===== src/verilog/otp_pkg.sv =====
// otp package: ip bus and macro command structs, array sizes and timing constants.
package otp_pkg;

	parameter int OTP_WIDTH         = 32;                          // bits per otp word.
	parameter int OTP_DEPTH_DEFAULT = 64;                          // words in a default part.
	parameter int OTP_ADDR_W        = 16;                          // byte address on the bus.
	parameter int OTP_SEL_W         = OTP_WIDTH / 8;               // one select per byte.
	parameter int OTP_IDX_W         = OTP_ADDR_W - $clog2(OTP_SEL_W); // word index width.

	parameter int READ_CYCLES_NORMAL = 2;                          // array wait, normal read.
	parameter int READ_CYCLES_MARGIN = 6;                          // array wait, margin read.
	parameter int PROG_CYCLES        = 8;                          // program pulse length.

	// strobe/acknowledge ip bus, same layout in both directions.
	typedef struct packed {
		logic [OTP_ADDR_W-1:0] adr;                                // byte address.
		logic [OTP_WIDTH-1:0]  dat;                                // write or read data.
		logic [OTP_SEL_W-1:0]  sel;                                // byte selects.
		logic                  stb;                                // cycle strobe.
		logic                  we;                                 // write enable.
		logic                  ack;                                // cycle acknowledge.
	} t_ip_bus;

	// request from the bus slave to the controller.
	typedef struct packed {
		logic                 rd;                                  // read pulse.
		logic                 pg;                                  // program pulse.
		logic [OTP_IDX_W-1:0] idx;                                 // word index.
		logic [OTP_WIDTH-1:0] wdata;                               // write data.
		logic [OTP_SEL_W-1:0] mask;                                // byte mask.
	} t_otp_req;

	// command from the controller to the array.
	typedef struct packed {
		logic                 rd_en;                               // read strobe.
		logic                 pg_en;                               // program strobe.
		logic [OTP_IDX_W-1:0] idx;                                 // word index.
		logic [OTP_WIDTH-1:0] bits;                                // bits to set.
	} t_otp_cmd;

endpackage


===== src/verilog/otp_bus_slave.sv =====
// otp_bus_slave: ip bus cycle decode, address range check and acknowledge.
module otp_bus_slave #(
	parameter int DEPTH = otp_pkg::OTP_DEPTH_DEFAULT
) (
	input  logic                          i_sys_clk,
	input  logic                          i_rst,
	input  otp_pkg::t_ip_bus              i_ip_bus,
	output otp_pkg::t_ip_bus              o_ip_bus,
	output otp_pkg::t_otp_req             o_req,
	input  logic                          i_done,
	input  logic [otp_pkg::OTP_WIDTH-1:0] i_rdata
);

	typedef enum logic [1:0] {
		S_IDLE,
		S_DECODE,
		S_SKIP,
		S_WAIT
	} t_state;

	t_state                          state;
	otp_pkg::t_ip_bus                bus_q;                        // latched bus cycle.
	logic [otp_pkg::OTP_IDX_W-1:0]   word_idx;
	logic [otp_pkg::OTP_WIDTH-1:0]   dat_q;
	logic                            ack_q;
	logic                            req_rd_q;
	logic                            req_pg_q;
	logic                            accept;
	logic                            in_range;

	// new cycle, not in the cycle right after our own ack.
	assign accept   = (state == S_IDLE) && i_ip_bus.stb && !ack_q;
	assign word_idx = bus_q.adr[otp_pkg::OTP_ADDR_W-1:otp_pkg::OTP_ADDR_W-otp_pkg::OTP_IDX_W];
	assign in_range = 32'(word_idx) < DEPTH;

	always_ff @(posedge i_sys_clk) begin
		if (i_rst) begin
			state    <= S_IDLE;
			ack_q    <= 1'b0;
			req_rd_q <= 1'b0;
			req_pg_q <= 1'b0;
		end else begin
			ack_q    <= 1'b0;                                      // ack is a single pulse.
			req_rd_q <= 1'b0;
			req_pg_q <= 1'b0;
			case (state)
				S_IDLE: if (accept) state <= S_DECODE;
				S_DECODE: begin
					if (in_range) begin
						req_rd_q <= !bus_q.we;
						req_pg_q <= bus_q.we;
						state    <= S_WAIT;
					end else begin
						state <= S_SKIP;                           // no array access.
					end
				end
				S_SKIP: begin
					ack_q <= 1'b1;
					state <= S_IDLE;
				end
				S_WAIT: if (i_done) begin
					ack_q <= 1'b1;
					state <= S_IDLE;
				end
				default: state <= S_IDLE;
			endcase
		end
	end

	always_ff @(posedge i_sys_clk) begin
		if (accept) bus_q <= i_ip_bus;
		if (state == S_SKIP) dat_q <= '0;                          // out of range reads zero.
		else if (state == S_WAIT && i_done) dat_q <= bus_q.we ? '0 : i_rdata;
	end

	always_comb begin
		o_ip_bus.adr = bus_q.adr;
		o_ip_bus.dat = dat_q;
		o_ip_bus.sel = bus_q.sel;
		o_ip_bus.stb = 1'b0;
		o_ip_bus.we  = bus_q.we;
		o_ip_bus.ack = ack_q;
		o_req.rd     = req_rd_q;
		o_req.pg     = req_pg_q;
		o_req.idx    = word_idx;
		o_req.wdata  = bus_q.dat;
		o_req.mask   = bus_q.sel;
	end

	a_ack_single: assert property (@(posedge i_sys_clk) disable iff (i_rst)
		o_ip_bus.ack |=> !o_ip_bus.ack);

endmodule


===== src/verilog/otp_ctrl.sv =====
// otp_ctrl: read and program sequencer with sleep hold and margin read timing.
module otp_ctrl #(
	parameter int DEPTH              = otp_pkg::OTP_DEPTH_DEFAULT,
	parameter int READ_CYCLES_NORMAL = otp_pkg::READ_CYCLES_NORMAL,
	parameter int READ_CYCLES_MARGIN = otp_pkg::READ_CYCLES_MARGIN,
	parameter int PROG_CYCLES        = otp_pkg::PROG_CYCLES
) (
	input  logic                          i_sys_clk,
	input  logic                          i_rst,
	input  otp_pkg::t_otp_req             i_req,
	output logic                          o_done,
	output logic [otp_pkg::OTP_WIDTH-1:0] o_rdata,
	input  logic                          i_sleep,
	input  logic                          i_read_mode,
	input  logic                          i_write_lock,
	output otp_pkg::t_otp_cmd             o_cmd,
	input  logic [otp_pkg::OTP_WIDTH-1:0] i_arr_rdata
);

	localparam int RD_MAX  = (READ_CYCLES_MARGIN > READ_CYCLES_NORMAL) ?
		READ_CYCLES_MARGIN : READ_CYCLES_NORMAL;
	localparam int CNT_MAX = (PROG_CYCLES > RD_MAX) ? PROG_CYCLES : RD_MAX;
	localparam int CNT_W   = $clog2(CNT_MAX + 1);

	typedef enum logic [2:0] {
		S_IDLE,
		S_SLEEP_HOLD,
		S_READ_WAIT,
		S_PROG,
		S_PROG_WAIT,
		S_VERIFY
	} t_state;

	t_state                          state;
	logic [CNT_W-1:0]                cnt;
	logic [CNT_W-1:0]                rd_load;
	logic                            rd_en_q;
	logic                            pg_en_q;
	logic                            done_q;
	logic                            is_pg_q;
	logic [otp_pkg::OTP_IDX_W-1:0]   idx_q;
	logic [otp_pkg::OTP_WIDTH-1:0]   wdata_q;
	logic [otp_pkg::OTP_SEL_W-1:0]   mask_q;
	logic [otp_pkg::OTP_WIDTH-1:0]   bits_q;
	logic [otp_pkg::OTP_WIDTH-1:0]   rdata_q;
	logic [otp_pkg::OTP_WIDTH-1:0]   byte_bits;
	logic [otp_pkg::OTP_WIDTH-1:0]   new_bits;
	logic                            req_valid;
	logic                            rd_last;
	logic                            skip_prog;

	assign req_valid = i_req.rd || i_req.pg;
	// counts load n-1, data is sampled n cycles after rd_en (n of at least 2).
	assign rd_load   = i_read_mode ? CNT_W'(READ_CYCLES_MARGIN - 1) :
		CNT_W'(READ_CYCLES_NORMAL - 1);
	assign rd_last   = (state == S_READ_WAIT) && (cnt == '0);
	assign new_bits  = wdata_q & byte_bits & ~i_arr_rdata;         // only bits not yet set.
	assign skip_prog = i_write_lock || (new_bits == '0);

	always_comb begin
		for (int b = 0; b < otp_pkg::OTP_SEL_W; b++) begin
			byte_bits[b*8 +: 8] = {8{mask_q[b]}};
		end
	end

	always_ff @(posedge i_sys_clk) begin
		if (i_rst) begin
			state   <= S_IDLE;
			cnt     <= '0;
			rd_en_q <= 1'b0;
			pg_en_q <= 1'b0;
			done_q  <= 1'b0;
		end else begin
			rd_en_q <= 1'b0;
			pg_en_q <= 1'b0;
			done_q  <= 1'b0;
			case (state)
				S_IDLE: if (req_valid) begin
					if (i_sleep) begin
						state <= S_SLEEP_HOLD;                     // macro asleep, hold request.
					end else begin
						rd_en_q <= 1'b1;
						cnt     <= rd_load;
						state   <= S_READ_WAIT;
					end
				end
				S_SLEEP_HOLD: if (!i_sleep) begin
					rd_en_q <= 1'b1;
					cnt     <= rd_load;
					state   <= S_READ_WAIT;
				end
				S_READ_WAIT: begin
					if (cnt != '0) begin
						cnt <= cnt - 1'b1;
					end else if (is_pg_q && !skip_prog) begin
						pg_en_q <= 1'b1;
						state   <= S_PROG;
					end else begin
						done_q <= 1'b1;                            // plain read or nothing to burn.
						state  <= S_IDLE;
					end
				end
				S_PROG: begin
					cnt   <= CNT_W'(PROG_CYCLES - 1);
					state <= S_PROG_WAIT;
				end
				S_PROG_WAIT: begin
					if (cnt != '0) begin
						cnt <= cnt - 1'b1;
					end else begin
						rd_en_q <= 1'b1;                           // verify read.
						cnt     <= rd_load;
						state   <= S_VERIFY;
					end
				end
				S_VERIFY: begin
					if (cnt != '0) begin
						cnt <= cnt - 1'b1;
					end else begin
						done_q <= 1'b1;
						state  <= S_IDLE;
					end
				end
				default: state <= S_IDLE;
			endcase
		end
	end

	always_ff @(posedge i_sys_clk) begin
		if (state == S_IDLE && req_valid) begin
			is_pg_q <= i_req.pg;
			idx_q   <= i_req.idx;
			wdata_q <= i_req.wdata;
			mask_q  <= i_req.mask;
		end
		if (rd_last) bits_q <= new_bits;
		if (rd_last || (state == S_VERIFY && cnt == '0)) rdata_q <= i_arr_rdata;
	end

	always_comb begin
		o_cmd.rd_en = rd_en_q;
		o_cmd.pg_en = pg_en_q;
		o_cmd.idx   = idx_q;
		o_cmd.bits  = bits_q;
	end

	assign o_done  = done_q;
	assign o_rdata = rdata_q;

	a_rd_pg_excl: assert property (@(posedge i_sys_clk) disable iff (i_rst)
		!(o_cmd.rd_en && o_cmd.pg_en));
	// the slave keeps a single request in flight.
	a_req_idle: assert property (@(posedge i_sys_clk) disable iff (i_rst)
		req_valid |-> (state == S_IDLE) && 32'(i_req.idx) < DEPTH);

endmodule


===== src/verilog/otp_array.sv =====
// otp_array: behavioral otp bit array, or-only programming, registered read.
module otp_array #(
	parameter int DEPTH = otp_pkg::OTP_DEPTH_DEFAULT
) (
	input  logic                          i_sys_clk,
	input  logic                          i_rst,
	input  otp_pkg::t_otp_cmd             i_cmd,
	output logic [otp_pkg::OTP_WIDTH-1:0] o_rdata
);

	localparam int AW = (DEPTH > 1) ? $clog2(DEPTH) : 1;

	logic [otp_pkg::OTP_WIDTH-1:0] mem [DEPTH];
	logic [AW-1:0]                 addr;

	assign addr = i_cmd.idx[AW-1:0];

	// a blank part reads all zeros.
	always_ff @(posedge i_sys_clk) begin
		if (i_rst) begin
			for (int i = 0; i < DEPTH; i++) begin
				mem[i] <= '0;
			end
		end else if (i_cmd.pg_en) begin
			mem[addr] <= mem[addr] | i_cmd.bits;                   // fuses only ever blow.
		end
	end

	always_ff @(posedge i_sys_clk) begin
		if (i_cmd.rd_en) o_rdata <= mem[addr];
	end

	a_idx_range: assert property (@(posedge i_sys_clk) disable iff (i_rst)
		(i_cmd.rd_en || i_cmd.pg_en) |-> 32'(i_cmd.idx) < DEPTH);

endmodule


===== src/verilog/otp_top.sv =====
// otp_top: otp wrapper top level with bus slave, controller and bit array.
module otp_top #(
	parameter int DEPTH              = otp_pkg::OTP_DEPTH_DEFAULT,
	parameter int READ_CYCLES_NORMAL = otp_pkg::READ_CYCLES_NORMAL,
	parameter int READ_CYCLES_MARGIN = otp_pkg::READ_CYCLES_MARGIN,
	parameter int PROG_CYCLES        = otp_pkg::PROG_CYCLES
) (
	input  logic             i_sys_clk,
	input  logic             i_rst,
	input  otp_pkg::t_ip_bus i_ip_bus,
	output otp_pkg::t_ip_bus o_ip_bus,
	input  logic             i_sleep,
	input  logic             i_read_mode,                          // high selects margin read.
	input  logic             i_write_lock                          // high blocks programming.
);

	otp_pkg::t_otp_req             req;
	otp_pkg::t_otp_cmd             cmd;
	logic                          done;
	logic [otp_pkg::OTP_WIDTH-1:0] ctrl_rdata;
	logic [otp_pkg::OTP_WIDTH-1:0] arr_rdata;

	otp_bus_slave #(
		.DEPTH (DEPTH)
	) u_bus_slave (
		.i_sys_clk (i_sys_clk),
		.i_rst     (i_rst),
		.i_ip_bus  (i_ip_bus),
		.o_ip_bus  (o_ip_bus),
		.o_req     (req),
		.i_done    (done),
		.i_rdata   (ctrl_rdata)
	);

	otp_ctrl #(
		.DEPTH              (DEPTH),
		.READ_CYCLES_NORMAL (READ_CYCLES_NORMAL),
		.READ_CYCLES_MARGIN (READ_CYCLES_MARGIN),
		.PROG_CYCLES        (PROG_CYCLES)
	) u_ctrl (
		.i_sys_clk    (i_sys_clk),
		.i_rst        (i_rst),
		.i_req        (req),
		.o_done       (done),
		.o_rdata      (ctrl_rdata),
		.i_sleep      (i_sleep),
		.i_read_mode  (i_read_mode),
		.i_write_lock (i_write_lock),
		.o_cmd        (cmd),
		.i_arr_rdata  (arr_rdata)
	);

	otp_array #(
		.DEPTH (DEPTH)
	) u_array (
		.i_sys_clk (i_sys_clk),
		.i_rst     (i_rst),
		.i_cmd     (cmd),
		.o_rdata   (arr_rdata)
	);

endmodule


===== config.mk =====
export PLATFORM = sky130hd
export DESIGN_NAME = otp_top
export DESIGN_NICKNAME = d
export VERILOG_FILES = /design/src/verilog/otp_pkg.sv /design/src/verilog/otp_bus_slave.sv /design/src/verilog/otp_ctrl.sv /design/src/verilog/otp_array.sv /design/src/verilog/otp_top.sv
export SDC_FILE = /design/constraint.sdc
export NUM_CORES = 2
export LEC_CHECK = 0
export BUFFER_PORTS_ARGS = -buffer_cell sky130_fd_sc_hd__clkbuf_2
export CAP_MARGIN = 40
export CORE_MARGIN = 4
export CORE_UTILIZATION = 63
export DETAILED_ROUTE_END_ITERATION = 16
export PLACE_DENSITY = 0.86
export REMOVE_ABC_BUFFERS = 1
export SLEW_MARGIN = 20
export SYNTH_ARGS = -nofsm -noshare
export SYNTH_HDL_FRONTEND = slang
export SYNTH_SLANG_ARGS = --single-unit

===== constraint.sdc =====
create_clock -name i_sys_clk -period 9.6 [get_ports i_sys_clk]
set_input_delay 0.96 -clock i_sys_clk [delete_from_list [all_inputs] [get_ports i_sys_clk]]
set_output_delay 0.96 -clock i_sys_clk [all_outputs]
set_load 0.03 [all_outputs]

==> qor.txt <==
Critical Path RT: 10,170 ps
standard-cell rows: 145
ys async rst share: 0
clock-pin slew on the worst setup and hold paths: 70 ps
Ys Warns: 0
sequential-to-total area share from yosys stat: 0.684
H-tree levels: 4
Final Max Slew Viols: 0
Fillers: 9,306
Synth top cells by count: 2,240 x edfxtp_1, 1,842 x nor2_1, 827 x mux2i_1
layout net count: 7,363
post-synthesis cell area: 0.0999 mm2
Tmin final: 6250 ps
I/O Pins: 115
placer congestion estimate: 1.01
port bufs: 112
synthesis-stage register bit count: 2,293
PD cells: 183 mW/mm2
Clock Latency Late Sink: 900 ps
final period utilization: 0.651
dpl ws: 3920 ps
FMAX: 0.160 GHz
die area: 0.165 mm2
Max FO, Critical Path: 48
Slew @ Worst Pin: 1080 ps
maximum VDD drop: 0.209 mV
max_slew headroom: 0.282
Syn Area/Cell: 13.6 um2
Pre-Repair DR Iteration Count: 13
DR iter-0 viols: 11,200
pin count of the biggest net entering global routing: 124
worst reg-to-reg setup slack: 3350 ps
Setup violations, final: 0
Post CTS Setup Buffer Count: 0
leak pwr: 0.0415 uW
initial antenna violation count: 16
clock skew: 45.3 ps
setup TNS: 0 ps
total CTS buffers: 217
grt ovf: 0
CTS tree: done
Cells after Synth: 7,344
Post-DP HPWL: 178,000 um
RSZ-0062 raised after global routing: false
Tot GR Track Use: 0.359
via density per instance: 6.89
Sink Count: 2,293
clock buffer depth: 3
area grow syn2layout: 9.96%
main area contributors after synthesis: edfxtp_1 67%, mux2i_1 8.3%, nor2_1 6.9%
vias in the first global route: 64,400
first-pass GRT wire length: 426,000 um
Post-synth top flop: edfxtp_1
Hold Vio Cnt, Final: 0
Worst Path Arrival: 6830 ps
final wirelength: 299,000 um
CTS hold repair buffers: 0
startpoint types: flop
top-count cell post-synth: edfxtp_1
via count: 65,800
post-synth top area cell: edfxtp_1
Die Ht: 406 um
Worst Hold Class: primary input to flop
placed cells: 9,114
CP Capture Type: flop
post-route insts no fill: 9,552
cts repair resizes: 0
Post-synth EDFFs: 2,240
DRC viols: 0
final setup margin: 3350 ps
Root Driver: clkbuf_16
Synth top area share: 0.673
wire per inst: 31.4 um
initial core utilization: 0.637
Core ar.: 0.157 mm2
layout cell share with drive strength beyond 1: 0.166
die width: 406 um
outcome: completed
Power Total: 20,200 uW
Synth cell types: 72
MaxCap Viol Count: 0
Routed Antenna Nets: 0
CP Class: flop to flop
-- stage by stage --
step | utilization | hold WS [ps] | area [um2]
floorplan | - | 400 | 96400
finish | 0.700 | 249 | 110000
global placement | 0.650 | 402 | 102000
detailed placement | 0.655 | 405 | 103000
CTS | 0.697 | 226 | 109000
global route | 0.700 | 240 | 110000
-- state kept, by name (all words and copies together) (netlist names), named ones only --
name and cells:
u_array.mem 2048, u_array.o_rdata 32, u_bus_slave.ack_q 1, u_bus_slave.dat_q 32, u_bus_slave.o_ip_bus 21, u_bus_slave.o_req 32, u_bus_slave.req_pg_q 1, u_bus_slave.req_rd_q 1
u_bus_slave.state 2, u_ctrl.bits_q 32, u_ctrl.cnt 4, u_ctrl.idx_q 6, u_ctrl.is_pg_q 1, u_ctrl.mask_q 4, u_ctrl.o_done 1, u_ctrl.o_rdata 32
u_ctrl.pg_en_q 1, u_ctrl.rd_en_q 1, u_ctrl.state 3, u_ctrl.wdata_q 32
-- final timing paths --
path / cells past startpoint / endpoint / startpoint
worst min register to register: 0 / u_ctrl.wdata_q[1] / u_bus_slave.o_req[5]
worst max-delay path: 10 / u_array.mem[45][16] / flop
worst max register to register: 10 / u_array.mem[45][16] / flop
worst min-delay path: 1 / u_bus_slave.o_req[27] / i_ip_bus[30]
-- logic make-up (layout without fill, tap and decap cells) --
family | count (synthesis) | after routing | share of synthesized area
buffers and inverters | 698 | 839 | 0.0357
XOR/XNOR | 1 | 1 | 0.0000877
flip-flops | 2293 | 2293 | 0.684
adder cells (fa/ha/maj) | 2 | 2 | 0.000250
AO/OA/AOI/OAI | 741 | 741 | 0.0529
AND/OR/NAND/NOR | 2643 | 2643 | 0.115
multiplexers | 965 | 965 | 0.112
other | 1 | 10 | 0.0000375
-- cell type report --
class,count,area (um2),share of cell area
inverters,18,67.6,0.000615
diodes,9,22.5,0.000205
flip-flops and latches,2293,68300,0.622
repair buffers,418,3510,0.0320
clock inverters,105,795,0.00723
multi-input cells,4353,28600,0.261
well taps,2058,2570,0.0234
clock buffers,298,5940,0.0540
-- cells in the final DEF (no fill, tap or decap), drive strengths merged, types with 8 or more instances in the layout --
master,n
and2,17
nand3,49
o41ai,15
o21ai,22
edfxtp,2240
clkinv,85
o22ai,11
a21oi,213
a22o,36
buf,299
inv,26
and4,20
nor2b,26
a2111oi,10
or4,8
dfxtp,53
mux2,15
nand2b,112
nor4,32
nor3,29
mux2i,827
a22oi,370
o2bb2ai,20
clkbuf,416
diode,9
or2,9
mux4,123
nand2,169
nor2,2143
-- metal layers --
metal | global-route usage | part of all wire | vias up
met5 | 0.0312 | 0.0026 | -
met2 | 0.528 | 0.44 | 5906
li1 | - | - | 26600
met3 | 0.132 | 0.15 | 1286
met4 | 0.275 | 0.092 | 14
met1 | 0.429 | 0.31 | 32000
-- where the power goes --
part / total, uW / internal (uW) / switching, uW
Sequential: 11400 / 11300 / 106
Clock: 8230 / 4490 / 3740
Combinational: 564 / 154 / 410
Total: 20200 / 15900 / 4260
-- worst max-delay path, cell delays in order, from the launching register on --
cell and delay, ps:
dfxtp_4 730, buf_4 600, and2_4 550, buf_4 620, buf_4 560, a22oi_1 200, nand3_1 400, and4_1 830
o2bb2ai_4 340, buf_4 790, nor2_1 150
Power figures use the tool's default switching activity.
